File: config.mk
export PLATFORM = sky130hd
export DESIGN_NAME = matrix_intake
export DESIGN_NICKNAME = d
export VERILOG_FILES = /design/src/logic/mdc_pkg.sv /design/src/logic/hamming_decoder.sv /design/src/logic/matrix_intake.sv
export SDC_FILE = /design/constraint.sdc
export NUM_CORES = 1
export LEC_CHECK = 0
export BUFFER_PORTS_ARGS = -buffer_cell sky130_fd_sc_hd__buf_2
export CAP_MARGIN = 0
export CORE_ASPECT_RATIO = 0.6
export CORE_MARGIN = 8
export CORE_UTILIZATION = 50
export CTS_CLUSTER_DIAMETER = 80
export DETAILED_ROUTE_END_ITERATION = 6
export MAX_ROUTING_LAYER = met4
export PLACE_DENSITY = 0.78
export SETUP_SLACK_MARGIN = 0.15
export SLEW_MARGIN = 0
export SYNTH_ARGS = -nofsm -noshare
export SYNTH_HDL_FRONTEND = slang
export SYNTH_SLANG_ARGS = --single-unit
File: constraint.sdc
create_clock -name clk -period 6 [get_ports clk]
set_clock_uncertainty 0.1 [all_clocks]
set_input_delay 0.6 -clock clk [delete_from_list [all_inputs] [get_ports clk]]
set_output_delay 0.6 -clock clk [all_outputs]
set_load 0.01 [all_outputs]
File: src/logic/mdc_pkg.sv
/*
 * matrix determinant engine: shared widths, element and result types,
 * mode enumeration and the decoded mode codes
 */
`default_nettype none

package mdc_pkg;

    // ========================================================================
    // widths and counts
    // ========================================================================
    localparam int ELEM_W      = 11;   // decoded element
    localparam int CODE_W      = 15;   // hamming(15,11) element codeword
    localparam int MODE_W      = 5;    // decoded mode
    localparam int MODE_CODE_W = 9;    // hamming(9,5) mode codeword

    localparam int MAT_N       = 4;
    localparam int NUM_ELEMS   = MAT_N * MAT_N;
    localparam int NUM_WINDOWS = (MAT_N - 1) * (MAT_N - 1);
    localparam int NUM_PAIRS   = 6;    // column pairs of one row pair

    localparam int MINOR_W     = 2 * ELEM_W;
    localparam int PROD_W      = 2 * MINOR_W;
    localparam int DET_W       = PROD_W + 2;   // headroom for six products
    localparam int FIELD_W     = MINOR_W + 1;
    localparam int OUT_W       = NUM_WINDOWS * FIELD_W;

    // ========================================================================
    // mode codes, after hamming correction
    // ========================================================================
    localparam logic [MODE_W-1:0] MODE_CODE_2X2 = 5'b00100;
    localparam logic [MODE_W-1:0] MODE_CODE_4X4 = 5'b10110;

    // ========================================================================
    // types
    // ========================================================================
    typedef logic signed [ELEM_W-1:0]  elem_t;
    typedef logic signed [MINOR_W-1:0] minor_t;
    typedef logic signed [PROD_W-1:0]  prod_t;
    typedef logic signed [DET_W-1:0]   det_t;

    // row-major, element 0 is row 0 col 0
    typedef elem_t [NUM_ELEMS-1:0] matrix_t;

    typedef enum logic [1:0] {
        MODE_NONE,   // any unrecognised code, result forced to zero
        MODE_2X2,
        MODE_4X4
    } mode_e;

endpackage

`default_nettype wire

File: src/logic/hamming_decoder.sv
/*
 * hamming decoder, single error correcting, for any data width
 * position 1 is the codeword msb, parity bits at powers of two
 */
`timescale 1ns/1ps
`default_nettype none

module hamming_decoder #(
    parameter  int DATA_W = 11,
    // smallest p with 2**p >= DATA_W + p + 1
    localparam int PAR_W  = $clog2(DATA_W + $clog2(DATA_W) + 1),
    localparam int CODE_N = DATA_W + PAR_W
) (
    input  logic [CODE_N-1:0] code,
    output logic [DATA_W-1:0] data
);

    logic [PAR_W-1:0]  syndrome;
    logic [CODE_N-1:0] fixed;   // codeword after correction

    // xor of the positions of all set bits
    always_comb begin
        syndrome = '0;
        for (int pos = 1; pos <= CODE_N; pos++) begin
            if (code[CODE_N - pos]) begin
                syndrome ^= PAR_W'(pos);
            end
        end
    end

    // flip the flagged bit, syndromes past the end are ignored
    always_comb begin
        fixed = code;
        if (syndrome != '0 && int'(syndrome) <= CODE_N) begin
            fixed[CODE_N - int'(syndrome)] = ~code[CODE_N - int'(syndrome)];
        end
    end

    // data bits are the non power of two positions, msb first
    always_comb begin
        int k;
        k    = DATA_W - 1;
        data = '0;
        for (int pos = 1; pos <= CODE_N; pos++) begin
            if ((pos & (pos - 1)) != 0) begin
                data[k] = fixed[CODE_N - pos];
                k       = k - 1;
            end
        end
    end

endmodule

`default_nettype wire

File: src/logic/matrix_intake.sv
/*
 * input side: corrects each codeword, fills the 16 element slots in
 * arrival order and latches the mode with element 0
 */
`timescale 1ns/1ps
`default_nettype none

module matrix_intake
    import mdc_pkg::*;
(
    input  logic                   clk,
    input  logic                   rst_n,
    input  logic                   in_valid,
    input  logic [CODE_W-1:0]      in_data,
    input  logic [MODE_CODE_W-1:0] in_mode,
    output logic                   full,
    output matrix_t                matrix,
    output mode_e                  mode
);

    logic [ELEM_W-1:0]            elem_dec;
    logic [MODE_W-1:0]            mode_dec;
    logic [$clog2(NUM_ELEMS)-1:0] idx;        // slot of the next element
    mode_e                        mode_map;

    // ========================================================================
    // codeword correction
    // ========================================================================
    hamming_decoder #(.DATA_W(ELEM_W)) u_elem_dec (
        .code (in_data),
        .data (elem_dec)
    );

    hamming_decoder #(.DATA_W(MODE_W)) u_mode_dec (
        .code (in_mode),
        .data (mode_dec)
    );

    always_comb begin
        case (mode_dec)
            MODE_CODE_2X2: mode_map = MODE_2X2;
            MODE_CODE_4X4: mode_map = MODE_4X4;
            default:       mode_map = MODE_NONE;   // 3x3 code lands here too
        endcase
    end

    // ========================================================================
    // element count and strobe
    // ========================================================================
    always_ff @(posedge clk or negedge rst_n) begin
        if (!rst_n) begin
            idx  <= '0;
            full <= 1'b0;
        end else begin
            full <= in_valid && (idx == NUM_ELEMS - 1);
            if (in_valid) begin
                idx <= idx + 1'b1;   // wraps to 0 after the last slot
            end
        end
    end

    // payload, held while in_valid is low
    always_ff @(posedge clk) begin
        if (in_valid) begin
            matrix[idx] <= elem_t'(elem_dec);
            if (idx == '0) begin
                mode <= mode_map;
            end
        end
    end

    a_idx_range: assert property (@(posedge clk) disable iff (!rst_n)
        !$isunknown(idx) && idx <= NUM_ELEMS - 1);

    // 16 elements minimum between strobes
    a_full_single: assert property (@(posedge clk) disable iff (!rst_n)
        full |=> !full);

endmodule

`default_nettype wire

==> impl_results.md <==
- Clock root buffer: clkbuf_16
- CP Max Fanout: 16
- Crit path launch type: input port
- Highest metal used: met4
- Final nets: 636
- Finished Core Util: 0.6434
- Fin Setup TNS: 0 ns
- RSZ-0062 raised after global routing: no
- Effective utilization at floorplan: 0.5104
- M1 WL: 7980 um
- CP endpoint kind: register
- FP Rows: 33
- Flop-to-flop setup slack: 3.89 ns
- TritonCTS Buffers: 17
- WL met2: 7894 um
- Total gr overflow: 0
- PortBufs: 205
- VDD IR max: 0.2285 mV
- Number of library cell types mapped by synthesis: 52
- Syn Inst Count: 387
- Sink Count: 183
- First-pass GRT wire length: 26350 um
- Max clock buf depth: 2
- Worst rel slew slack: 0.2517
- Antenna-violating nets left: 0
- Leakage: 3.376 nW
- Post-CTS Setup Inserts: 0
- Core box area: 0.01363 sq mm
- Sw Ratio: 0.2838
- Yosys warnings: 0
- Critical path class: input port to register
- CTS tree: done
- Post-synth net total: 421
- Vias per inst: 5.328
- Routability cong.: 0.8902
- Ys flop type: edfxtp_1
- DRT iter0 DRCs: 324
- Crit path time final: 3.208 ns
- Io pins: 206
- Vias in the first global route: 4319
- Fill cells: 994
- Min-delay worst type: input port to register
- Avg Cell Area, Syn: 17.97 sq um
- Max Clk Rate: 311.7 MHz
- P per Cell Area: 376.5 mW/mm^2
- Critical Path AT: 3.17 ns
- First drt pass iteration count: 5
- Register area share after synthesis: 0.7866
- Final period util: 0.5347
- Routed vias: 4209
- Largest net degree at the start of global routing: 18
- Dpl hpwl: 12650 um
- Die W: 168.3 um
- Worst-Margin Slew: 1.122 ns
- Fin. max-slew vios: 0
- P&R area growth vs syn: 26.07%
- Post-cts sizing count: 0
- Initial antenna violation count: 0
- Flop pwr share: 0.498
- Final hold violations: 0
- Data required time of the critical path: 5.97 ns
- ANT cells: 0
- Total GRT Usage: 0.2029
- Post-synth ARST share: 0.02732
- Max H-tree Level: 4
- Net load switching power: 0.0009367 W
- Overall Power: 0.003301 W
- Dpl ws: 2.393 ns
- Average wire per standard cell: 22.91 um
- DR WL met3: 2023 um
- Final worst slack: 2.792 ns
- Synthesized area: 0.006954 sq mm
- Fraction of layout cells with a size suffix above 1: 0.4211
- DRC: 0
- Routed wire length: 18100 um
- Part of the power in the clock network: 0.325
- Internal Power: 0.002364 W
- Yosys reg bits: 183
- EDFF count, synth: 178
- Die ar.: 0.01806 sq mm
- Comb pwr share: 0.177
- CTS clk-pin slew, worst paths: 0.07 ns
- # Max-Cap Violations: 0
- Setup Viol. Count Final: 0
- Worst-Skew Late Latency: 0.41 ns
- Die Y: 107.4 um
- Status: finished, final reports clean
repair_timing:
action                     4_1_cts  5_1_grt
setup endpoints to repair        0        0
hold buffers                     1        0
hold endpoints to repair         5        0
layout by cell type (no fill, tap or decap), types with 3 or more instances in the layout:
| cell | synthesis | layout |
|---|---|---|
| buf_2 | 1 | 205 |
| edfxtp_1 | 178 | 178 |
| xnor2_1 | 34 | 28 |
| nand2_1 | 22 | 22 |
| clkbuf_16 | 0 | 17 |
| nor3_1 | 14 | 13 |
| inv_1 | 12 | 12 |
| and2_1 | 12 | 12 |
| a21oi_1 | 14 | 11 |
| nand3_1 | 7 | 7 |
| o21ai_0 | 7 | 7 |
| xnor2_2 | 1 | 7 |
| ha_1 | 7 | 7 |
| nor2_1 | 6 | 6 |
| xor2_1 | 6 | 6 |
| and3_1 | 5 | 5 |
| dfrtp_1 | 5 | 5 |
| clkinv_4 | 0 | 4 |
| inv_8 | 0 | 4 |
| nand2b_1 | 3 | 3 |
| o22ai_1 | 3 | 3 |
| mux2i_1 | 3 | 3 |
| a21oi_2 | 0 | 3 |
| nor4_1 | 3 | 3 |
| nand4_1 | 3 | 3 |
synthesized netlist by cell type, drive strengths merged, types with 3 or more instances:
cell    instances  area (sq um)
a21oi          14         70.07
and2           12         75.07
and3            5         31.28
buf             3         23.77
clkbuf          8         60.06
dfrtp           5         125.1
edfxtp        178          5345
ha              7         87.58
inv            12         45.04
mux2i           3         30.03
nand2          22         82.58
nand2b          3         18.77
nand3           7         35.03
nand4           3         18.77
nor2            6         22.52
nor3           14         70.07
nor4            3         18.77
o21ai           7         35.03
o22ai           3         18.77
xnor2          36         341.6
xnor3           3         68.81
xor2            6         52.55
routing by layer:
layer | track usage | vias to the layer above
met5 | - | -
met4 | 0.05263 | 0
met3 | 0.08385 | 19
met2 | 0.2945 | 237
met1 | 0.2612 | 2060
li1 | - | 1893
worst max-delay path, cell delays in order:
cell     delay (ns)
buf_2          0.20
xnor3_1        0.51
xnor2_4        0.32
nand2_1        0.08
o22ai_1        0.43
nand2_1        0.18
xnor2_2        0.85
state kept, by name (all words and copies together), names as in the netlist:
name    cells
matrix    176
idx         4
mode        2
full        1
path summary, 6_finish.rpt:
kind,start,endpoint,cells after the start
max in group asynchronous,rst_n,idx[2],2
max,in_data[0],matrix[159],7
min,in_valid,idx[0],2
min in group asynchronous,rst_n,full,2
min reg2reg,idx[0],idx[0],1
max reg2reg,idx[0],matrix[6],4
power by group through the flow:
stage	combinational [W]	clock (W)	sequential, W
2_1_floorplan	0.000305	0	0.00170
3_3_place_gp	0.000571	0	0.00167
3_5_place_dp	0.000584	0	0.00167
4_1_cts	0.000587	0.00109	0.00164
5_1_grt	0.000637	0.00114	0.00165
6_report	0.000583	0.00107	0.00164
logic make-up (layout without fill, tap and decap cells):
logic type,count (synthesis),count (layout),synth area share
and+or+nand+nor,85,85,0.06459
buffers and inverters,23,251,0.01853
DFF,183,183,0.7866
AOI/OAI and AO/OA,36,36,0.03437
muxes,5,5,0.007557
xor gates and xnor gates,47,47,0.07413
adders and majority gates,8,8,0.01421
through the flow:
step	instance area, sq um	instances	hold slack (ns)
floorplan	6954	387	0.2044
global placement	8184	757	0.3265
detailed placement	8184	757	0.3325
CTS	8767	790	0.3734
global route	8767	790	0.4203
finish	8767	790	0.3887
area by class of cell:
type,count,area [sq um],share of cell area
multi-input cells,181,1416,0.1616
clock inverters,13,140.1,0.01598
flip-flops and latches,183,5470,0.6239
clock buffers,19,432.9,0.04938
repair buffers,207,1044,0.1190
well taps,175,219.0,0.02498
inverters,12,45.04,0.005138
Note: power is estimated with default switching activity, not from simulation.
