<file path="src/logic/mdc_pkg.sv">
/*
 * matrix determinant engine: shared widths, element and result types,
 * mode enumeration and the decoded mode codes
 */
`default_nettype none

package mdc_pkg;

    // ========================================================================
    // widths and counts
    // ========================================================================
    localparam int ELEM_W      = 11;   // decoded element
    localparam int CODE_W      = 15;   // hamming(15,11) element codeword
    localparam int MODE_W      = 5;    // decoded mode
    localparam int MODE_CODE_W = 9;    // hamming(9,5) mode codeword

    localparam int MAT_N       = 4;
    localparam int NUM_ELEMS   = MAT_N * MAT_N;
    localparam int NUM_WINDOWS = (MAT_N - 1) * (MAT_N - 1);
    localparam int NUM_PAIRS   = 6;    // column pairs of one row pair

    localparam int MINOR_W     = 2 * ELEM_W;
    localparam int PROD_W      = 2 * MINOR_W;
    localparam int DET_W       = PROD_W + 2;   // headroom for six products
    localparam int FIELD_W     = MINOR_W + 1;
    localparam int OUT_W       = NUM_WINDOWS * FIELD_W;

    // ========================================================================
    // mode codes, after hamming correction
    // ========================================================================
    localparam logic [MODE_W-1:0] MODE_CODE_2X2 = 5'b00100;
    localparam logic [MODE_W-1:0] MODE_CODE_4X4 = 5'b10110;

    // ========================================================================
    // types
    // ========================================================================
    typedef logic signed [ELEM_W-1:0]  elem_t;
    typedef logic signed [MINOR_W-1:0] minor_t;
    typedef logic signed [PROD_W-1:0]  prod_t;
    typedef logic signed [DET_W-1:0]   det_t;

    // row-major, element 0 is row 0 col 0
    typedef elem_t [NUM_ELEMS-1:0] matrix_t;

    typedef enum logic [1:0] {
        MODE_NONE,   // any unrecognised code, result forced to zero
        MODE_2X2,
        MODE_4X4
    } mode_e;

endpackage

`default_nettype wire

</file>
<file path="src/logic/result_stage.sv">
/*
 * pipeline stage 3: signed sum of the laplace products and packing of
 * the result bus by mode, registered with out_valid
 */
`timescale 1ns/1ps
`default_nettype none

module result_stage
    import mdc_pkg::*;
(
    input  logic                       clk,
    input  logic                       rst_n,
    input  logic                       prods_valid,
    input  prod_t  [NUM_PAIRS-1:0]     prods,
    input  minor_t [NUM_WINDOWS-1:0]   windows,
    input  mode_e                      mode,
    output logic                       out_valid,
    output logic   [OUT_W-1:0]         out_data
);

    // laplace signs + - + + - +, set bit means subtract
    localparam logic [NUM_PAIRS-1:0] NEG_MASK = 6'b010010;

    det_t             det;
    logic [OUT_W-1:0] packed_d;

    always_comb begin
        det = '0;
        for (int k = 0; k < NUM_PAIRS; k++) begin
            if (NEG_MASK[k]) det = det - det_t'(prods[k]);
            else             det = det + det_t'(prods[k]);
        end
    end

    always_comb begin
        packed_d = '0;
        case (mode)
            MODE_2X2: begin
                // window 0 in the top field
                for (int w = 0; w < NUM_WINDOWS; w++) begin
                    packed_d[(NUM_WINDOWS - 1 - w) * FIELD_W +: FIELD_W] =
                        FIELD_W'(windows[w]);
                end
            end
            MODE_4X4: packed_d = OUT_W'(det);   // sign extended
            default:  packed_d = '0;
        endcase
    end

    always_ff @(posedge clk or negedge rst_n) begin
        if (!rst_n) begin
            out_valid <= 1'b0;
            out_data  <= '0;
        end else begin
            out_valid <= prods_valid;
            out_data  <= prods_valid ? packed_d : '0;
        end
    end

    a_idle_zero: assert property (@(posedge clk) disable iff (!rst_n)
        !out_valid |-> out_data == '0);

endmodule

`default_nettype wire
</file>
<file path="config.mk">
export PLATFORM = sky130hd
export DESIGN_NAME = result_stage
export DESIGN_NICKNAME = d
export VERILOG_FILES = /design/src/logic/mdc_pkg.sv /design/src/logic/result_stage.sv
export SDC_FILE = /design/constraint.sdc
export NUM_CORES = 1
export LEC_CHECK = 0
export BUFFER_PORTS_ARGS = -buffer_cell sky130_fd_sc_hd__buf_4
export CAP_MARGIN = 30
export CORE_AREA = 2 2 266 268
export DETAILED_ROUTE_END_ITERATION = 10
export DIE_AREA = 0 0 268 270
export HOLD_SLACK_MARGIN = 0.1
export PLACE_DENSITY = 0.49
export SETUP_SLACK_MARGIN = 0.05
export SLEW_MARGIN = 20
export SYNTH_ARGS = -nofsm -noshare
export SYNTH_HDL_FRONTEND = slang
export SYNTH_SLANG_ARGS = --single-unit
export TNS_END_PERCENT = 10
</file>
<file path="constraint.sdc">
create_clock -name clk -period 1.4 [get_ports clk]
set_clock_uncertainty 0.05 [all_clocks]
set_input_delay 0.07 -clock clk [delete_from_list [all_inputs] [get_ports clk]]
set_output_delay 0.07 -clock clk [all_outputs]
set_load 0.01 [all_outputs]
</file>
==> reports/metrics.csv, run 1 <==
metric,value,unit
finalWeightedCongestion,0.8837,
hold_ws,-0.01031,ns
crit_path_frequent_cell,fa_1,
worstSetupEndpointType,register,
max_stage_delay,0.50,ns
p_leak,14.38,nW
fin_setup_tns,-466.75,ns
antenna_found_initial,6,
fin_total_pwr,0.04122,W
cts-htree-levels,1,
die_w,268,um
die_h,270,um
use_met2,0.3054,
start_kind,input port,
synth_edf_count,0,
io_buffer_count,674,
max-cap-violations,0,
dp_slack,-3.407,ns
synthesis.nets,2269,
cts_tree,yes,
fin_nets,3327,
power_density,1586,nW/um2
initial_core_util,0.2123,
cpMaxStageDelayCell,fa_1,
drc,0,
rows,97,
synthCells,1577,
worst_ir_drop_vdd,797.0,uV
grt_usage,0.1621,
avgSynthCellArea,9.361,um2
arrival,4.30,ns
io_pins,675,
num_vias,14952,
synth_ff_type,dfrtp_1,
syn_area,14760,um2
clockBufferDepth,3,
drtIter0Drc,552,
core_area,69540,um2
use_met1,0.1743,
max_freq,254.3,MHz
period_minus_slack,3.932,ns
dp_hpwl,49130,um
nFillCells,7004,
synth_cell_types,57,
cp_max_fo,34,
path_class,input port to register,
yosysSeqAreaShare,0.3407,
worstHoldPathType,input port to register,
viasPerCell,4.157,
critPathLaunch,prods[89],
clk_pin_slew,0.06,ns
drt_wl_total,60070,um
drv_slew,0,
fin_crit_sh,2.809,
layout_commonest_cell,buf_4,
globalRouteOverflowTotal,0,
status,"complete, but fails checks",
worst_slew_pin_slew,0.5350,ns
routedWlPerCell,16.70,um
cts_hold_buffers,202,
grt_max_degree,56,
ys_warn_count,0,
violations,"hold timing, setup timing",
drt_pass1_iterations,5,
ys_seq_elements,201,
required,1.77,ns
die-area,72360,um2
final_cell_mix,"879 x buf_4, 349 x inv_1, 219 x nand2_1, 202 x dlygate4sd3_1, 201 x dfrtp_1",
ys_async_sr_fraction,1.000,
antenna_left,0,
path_cells,"buf_4, fa_1, fa_1, inv_1, fa_1, inv_2, ha_4, inv_2, fa_2, nor2b_4, o211ai_1, a31o_1, o211ai_4, a221oi_4, buf_12, o211ai_4, buf_6, a41oi_4, buf_12, buf_16, nand3_1",
rsz0062_at_grt,true,
timing.slew.headroom,0.6433,
setup_violations,200,
busiest_layer,met2,
clockRootBuffer,clkbuf_16,
grt_util_met3,0.03328,
cts.sinks,201,
crit_end,out_data[84]$_DFF_PN0_,
grt_pass1_vias,16699,
cts_buffers,25,
area.growth.synth_to_final,76.02,%
drive_gt1_frac,0.3851,
hold_violations,1,
grt_pass1_wl,91290,um
timing.final.ws_setup,-2.532,ns
==> stage by stage <==
step	instances	util	cell area (um2)
floorplan	1577	-	14960
global placement	3337	0.3249	22600
detailed placement	3337	0.3249	22600
CTS	3595	0.3710	25800
global route	3597	0.3737	25990
finish	3597	0.3737	25990
==> synthesized netlist by cell type (5+ instances only) <==
cell	instances	area share
buf_2	11	0.0037
and3_1	8	0.0034
ha_1	48	0.041
xnor2_1	21	0.012
fa_1	177	0.24
a22oi_1	14	0.0071
nand3_1	174	0.059
nor2_1	41	0.010
o21ai_0	34	0.012
nor3_1	8	0.0027
a21oi_1	52	0.018
o21a_1	9	0.0046
o21bai_1	7	0.0036
a32o_1	5	0.0034
and2_1	6	0.0025
nand4_1	8	0.0034
a21o_1	21	0.011
xor2_1	11	0.0065
dfrtp_1	201	0.34
a31oi_1	7	0.0030
o211ai_1	10	0.0051
buf_4	32	0.016
or3_1	9	0.0038
nand2_1	219	0.056
clkbuf_1	39	0.0099
inv_1	353	0.090
==> sequential cells by signal (all words and copies together) (netlist names) <==
register and flops:
out_data 200, out_valid 1
==> final cells by class <==
class / count / area, um2 / share of cell area
timing repair buffer: 1113 / 9224 / 0.3550
multi-input combinational: 941 / 8347 / 0.3212
sequential: 201 / 5030 / 0.1936
inverter: 353 / 1325 / 0.05099
tap: 940 / 1176 / 0.04526
clock buffer: 34 / 729.5 / 0.02807
clock inverter: 12 / 147.6 / 0.005682
antenna: 3 / 7.507 / 0.0002889
==> worst min path at each step <==
| stage | start | to | slack (ns) | cells after the start |
|---|---|---|---|---|
| floorplan | rst_n | out_data[0]$_DFF_PN0_ | -0.28 | 0 |
| global placement | rst_n | out_data[138]$_DFF_PN0_ | 0.01 | 1 |
| detailed placement | rst_n | out_data[142]$_DFF_PN0_ | 0.01 | 1 |
| CTS | prods[1] | out_data[0]$_DFF_PN0_ | -0.06 | 5 |
| global route | prods[1] | out_data[0]$_DFF_PN0_ | 0.04 | 5 |
| finish | prods[1] | out_data[0]$_DFF_PN0_ | -0.01 | 5 |
==> cells by family (layout without fill, tap and decap cells) <==
group	Yosys count	in the layout	synth area share
XOR/XNOR	32	32	0.01898
adder cells (fa/ha/maj)	225	225	0.2807
AND/OR/NAND/NOR	488	488	0.1478
buffers and inverters	435	1512	0.1197
other	0	3	0
AO/OA/AOI/OAI	193	193	0.09009
multiplexers	3	3	0.002034
flip-flops	201	201	0.3407
==> repair_timing <==
| item | CTS | global route |
|---|---|---|
| cloned | 3 | 0 |
| pin swaps | 6 | 23 |
| setup endpoints to repair | 200 | 200 |
| hold endpoints to repair | 402 | 1 |
| resized for setup | 33 | 44 |
| buffers inserted | 7 | 0 |
==> critical path, delay by kind of cell <==
| kind | cells | cell delay (ns) |
|---|---|---|
| fa+ha+maj | 5 | 1.81 |
| simple gates | 2 | 0.17 |
| buf+inv | 8 | 0.97 |
| compound gates | 6 | 1.22 |
==> where the power goes <==
group | total (W) | internal [W] | switching [W]
registers | 0.00713 | 0.00674 | 0.000385
logic | 0.0273 | 0.0138 | 0.0135
clock network | 0.00683 | 0.00407 | 0.00277
==> metal layers <==
| metal | up-vias | wire length, um |
|---|---|---|
| met5 | - | 17 |
| met4 | 4 | 2527 |
| met3 | 125 | 4178 |
| met2 | 567 | 31320 |
| met1 | 7230 | 22030 |
| li1 | 7026 | - |
Note: power is estimated with default switching activity, not from simulation.
==> run 2, diff against run 1 <==
Settings changed: CORE_AREA 2 2 266 268 to 2 2 261 263, DIE_AREA 0 0 268 270 to 0 0 263 265, PLACE_DENSITY 0.49 to 0.5.
Clock period 1.4 ns to 4.1 ns, I/O delays scaled along.
==> run 2 against run 1 <==
The flow finishes with violations (setup timing). Sequential share of layout area is 0.36 points higher. Power is 67% lower. Combinational power is 68% lower. Sequential cell count stayed put.
==> reports/metrics.csv, run 2 (synthesized netlist as in run 1, its figures left out) <==
metric,value,unit
globalRouteOverflowTotal,0,
path_cells,"buf_6, fa_1, fa_1, inv_1, fa_1, inv_1, ha_2, inv_2, fa_2, nor2b_4, o211ai_1, a31o_1, o211ai_4, a221oi_4, buf_6, o211ai_4, a31o_4, buf_12, clkbuf_16, nand3_1",
fin_nets,3287,
clockBufferDepth,3,
worstSetupEndpointType,register,
layout_commonest_cell,buf_4,
worstHoldStart,mode[1],
die_h,265,um
hold_violations,0,
cts-htree-levels,1,
max-cap-violations,0,
viasPerCell,4.201,
fin_setup_tns,-0.04577,ns
setup_violations,6,
arrival,4.50,ns
largestRegisters,"out_data: 200 flops, out_valid: 1 flops",
multi_input_area,8228,um2
die_w,263,um
grt_usage,0.1644,
nFillCells,6676,
path_class,input port to register,
timing.final.ws_setup,-0.01198,ns
fin_crit_sh,1.003,
fin_total_pwr,0.01355,W
die-area,69700,um2
grt_pass1_vias,16048,
drtIter0Drc,745,
worstHoldPathType,input port to register,
required,4.48,ns
fin_cells,3493,
num_vias,14673,
power_density,531.1,nW/um2
status,"complete, but fails checks",
largest_register_ffs,200,
initial_core_util,0.2210,
cts_buffers,26,
cpMaxStageDelayCell,fa_1,
drive_gt1_frac,0.3707,
cts.sinks,201,
drc,0,
drv_slew,0,
clockRootBuffer,clkbuf_16,
regArea,5030,um2
antenna_left,0,
period_minus_slack,4.112,ns
routedWlPerCell,17.19,um
crit_path_frequent_cell,fa_1,
hold_ws,0.1659,ns
grt_pass1_wl,89960,um
worst_ir_drop_vdd,262.1,uV
cp_max_fo,16,
antenna_found_initial,8,
grt_max_degree,105,
timing.slew.headroom,0.4874,
final_cell_mix,"835 x buf_4, 352 x inv_1, 219 x nand2_1, 201 x dlygate4sd3_1, 201 x dfrtp_1",
drt_wl_total,60040,um
top_register,out_data,
max_stage_delay,0.50,ns
finalWeightedCongestion,0.8799,
core_area,66800,um2
cts_tree,yes,
critPathLaunch,prods[221],
rows,95,
io_buffer_count,674,
start_kind,input port,
max_freq,243.2,MHz
rsz0062_at_grt,true,
clk_pin_slew,0.07,ns
worst_slew_pin_slew,0.7689,ns
place_inst,3219,
violations,setup timing,
io_pins,675,
drt_pass1_iterations,7,
dp_hpwl,47250,um
area.growth.synth_to_final,72.77,%
p_leak,14.22,nW
==> run 2: final cells by class <==
cell class	instances	area share
Tap cell	873	0.04283
Clock buffer	33	0.02850
Antenna cell	6	0.0005887
Multi-Input combinational cell	941	0.3226
Sequential cell	201	0.1972
Timing Repair Buffer	1072	0.3509
Inverter	353	0.05195
Clock inverter	14	0.005445
==> run 2: critical path, delay by kind of cell <==
kind,cells,cell delay (ns)
compound gates,6,1.29
fa+ha+maj,5,1.96
buf+inv,7,0.79
simple gates,2,0.21
==> run 2: layer usage <==
| metal | vias up | global-route usage | part of all wire |
|---|---|---|---|
| li1 | 6945 | - | - |
| met1 | 7121 | 0.1835 | 0.38 |
| met2 | 507 | 0.3049 | 0.52 |
| met3 | 98 | 0.03902 | 0.063 |
| met4 | 2 | 0.05622 | 0.033 |
| met5 | - | 0 | 0.00018 |
==> run 2: final timing paths <==
check	end	slack (ns)	cells past startpoint
max	out_data[138]$_DFF_PN0_	-0.01	20
min	out_data[19]$_DFF_PN0_	0.17	4
max in group asynchronous	out_data[53]$_DFF_PN0_	2.74	3
min in group asynchronous	out_data[112]$_DFF_PN0_	0.27	2
==> run 2: metrics by stage <==
stage	instance area, um2	util	worst slack, ns
after detailed placement	21960	0.3288	-0.7511
final	25510	0.3818	-0.01198
after global routing	25500	0.3817	-0.1901
after CTS	24940	0.3733	0.01269
after global placement	21960	0.3288	-0.7512
after floorplan	14840	-	0.05490
==> run 2: what timing repair did <==
item                       in CTS  in global routing
hold endpoints to repair      303                  0
setup buffers                   2                  6
pin swaps                       3                  3
setup endpoints to repair     149                162
cloned                          0                 11
hold buffers                  201                  0
gates resized for setup        14                 50
==> run 2: where the power goes <==
| part | switching (W) | internal [W] | leakage, nW | total (W) |
|---|---|---|---|---|
| combinational | 0.00441 | 0.00439 | 11.0 | 0.00880 |
| clock | 0.000989 | 0.00133 | 0.420 | 0.00232 |
| sequential | 0.000122 | 0.00230 | 2.76 | 0.00242 |
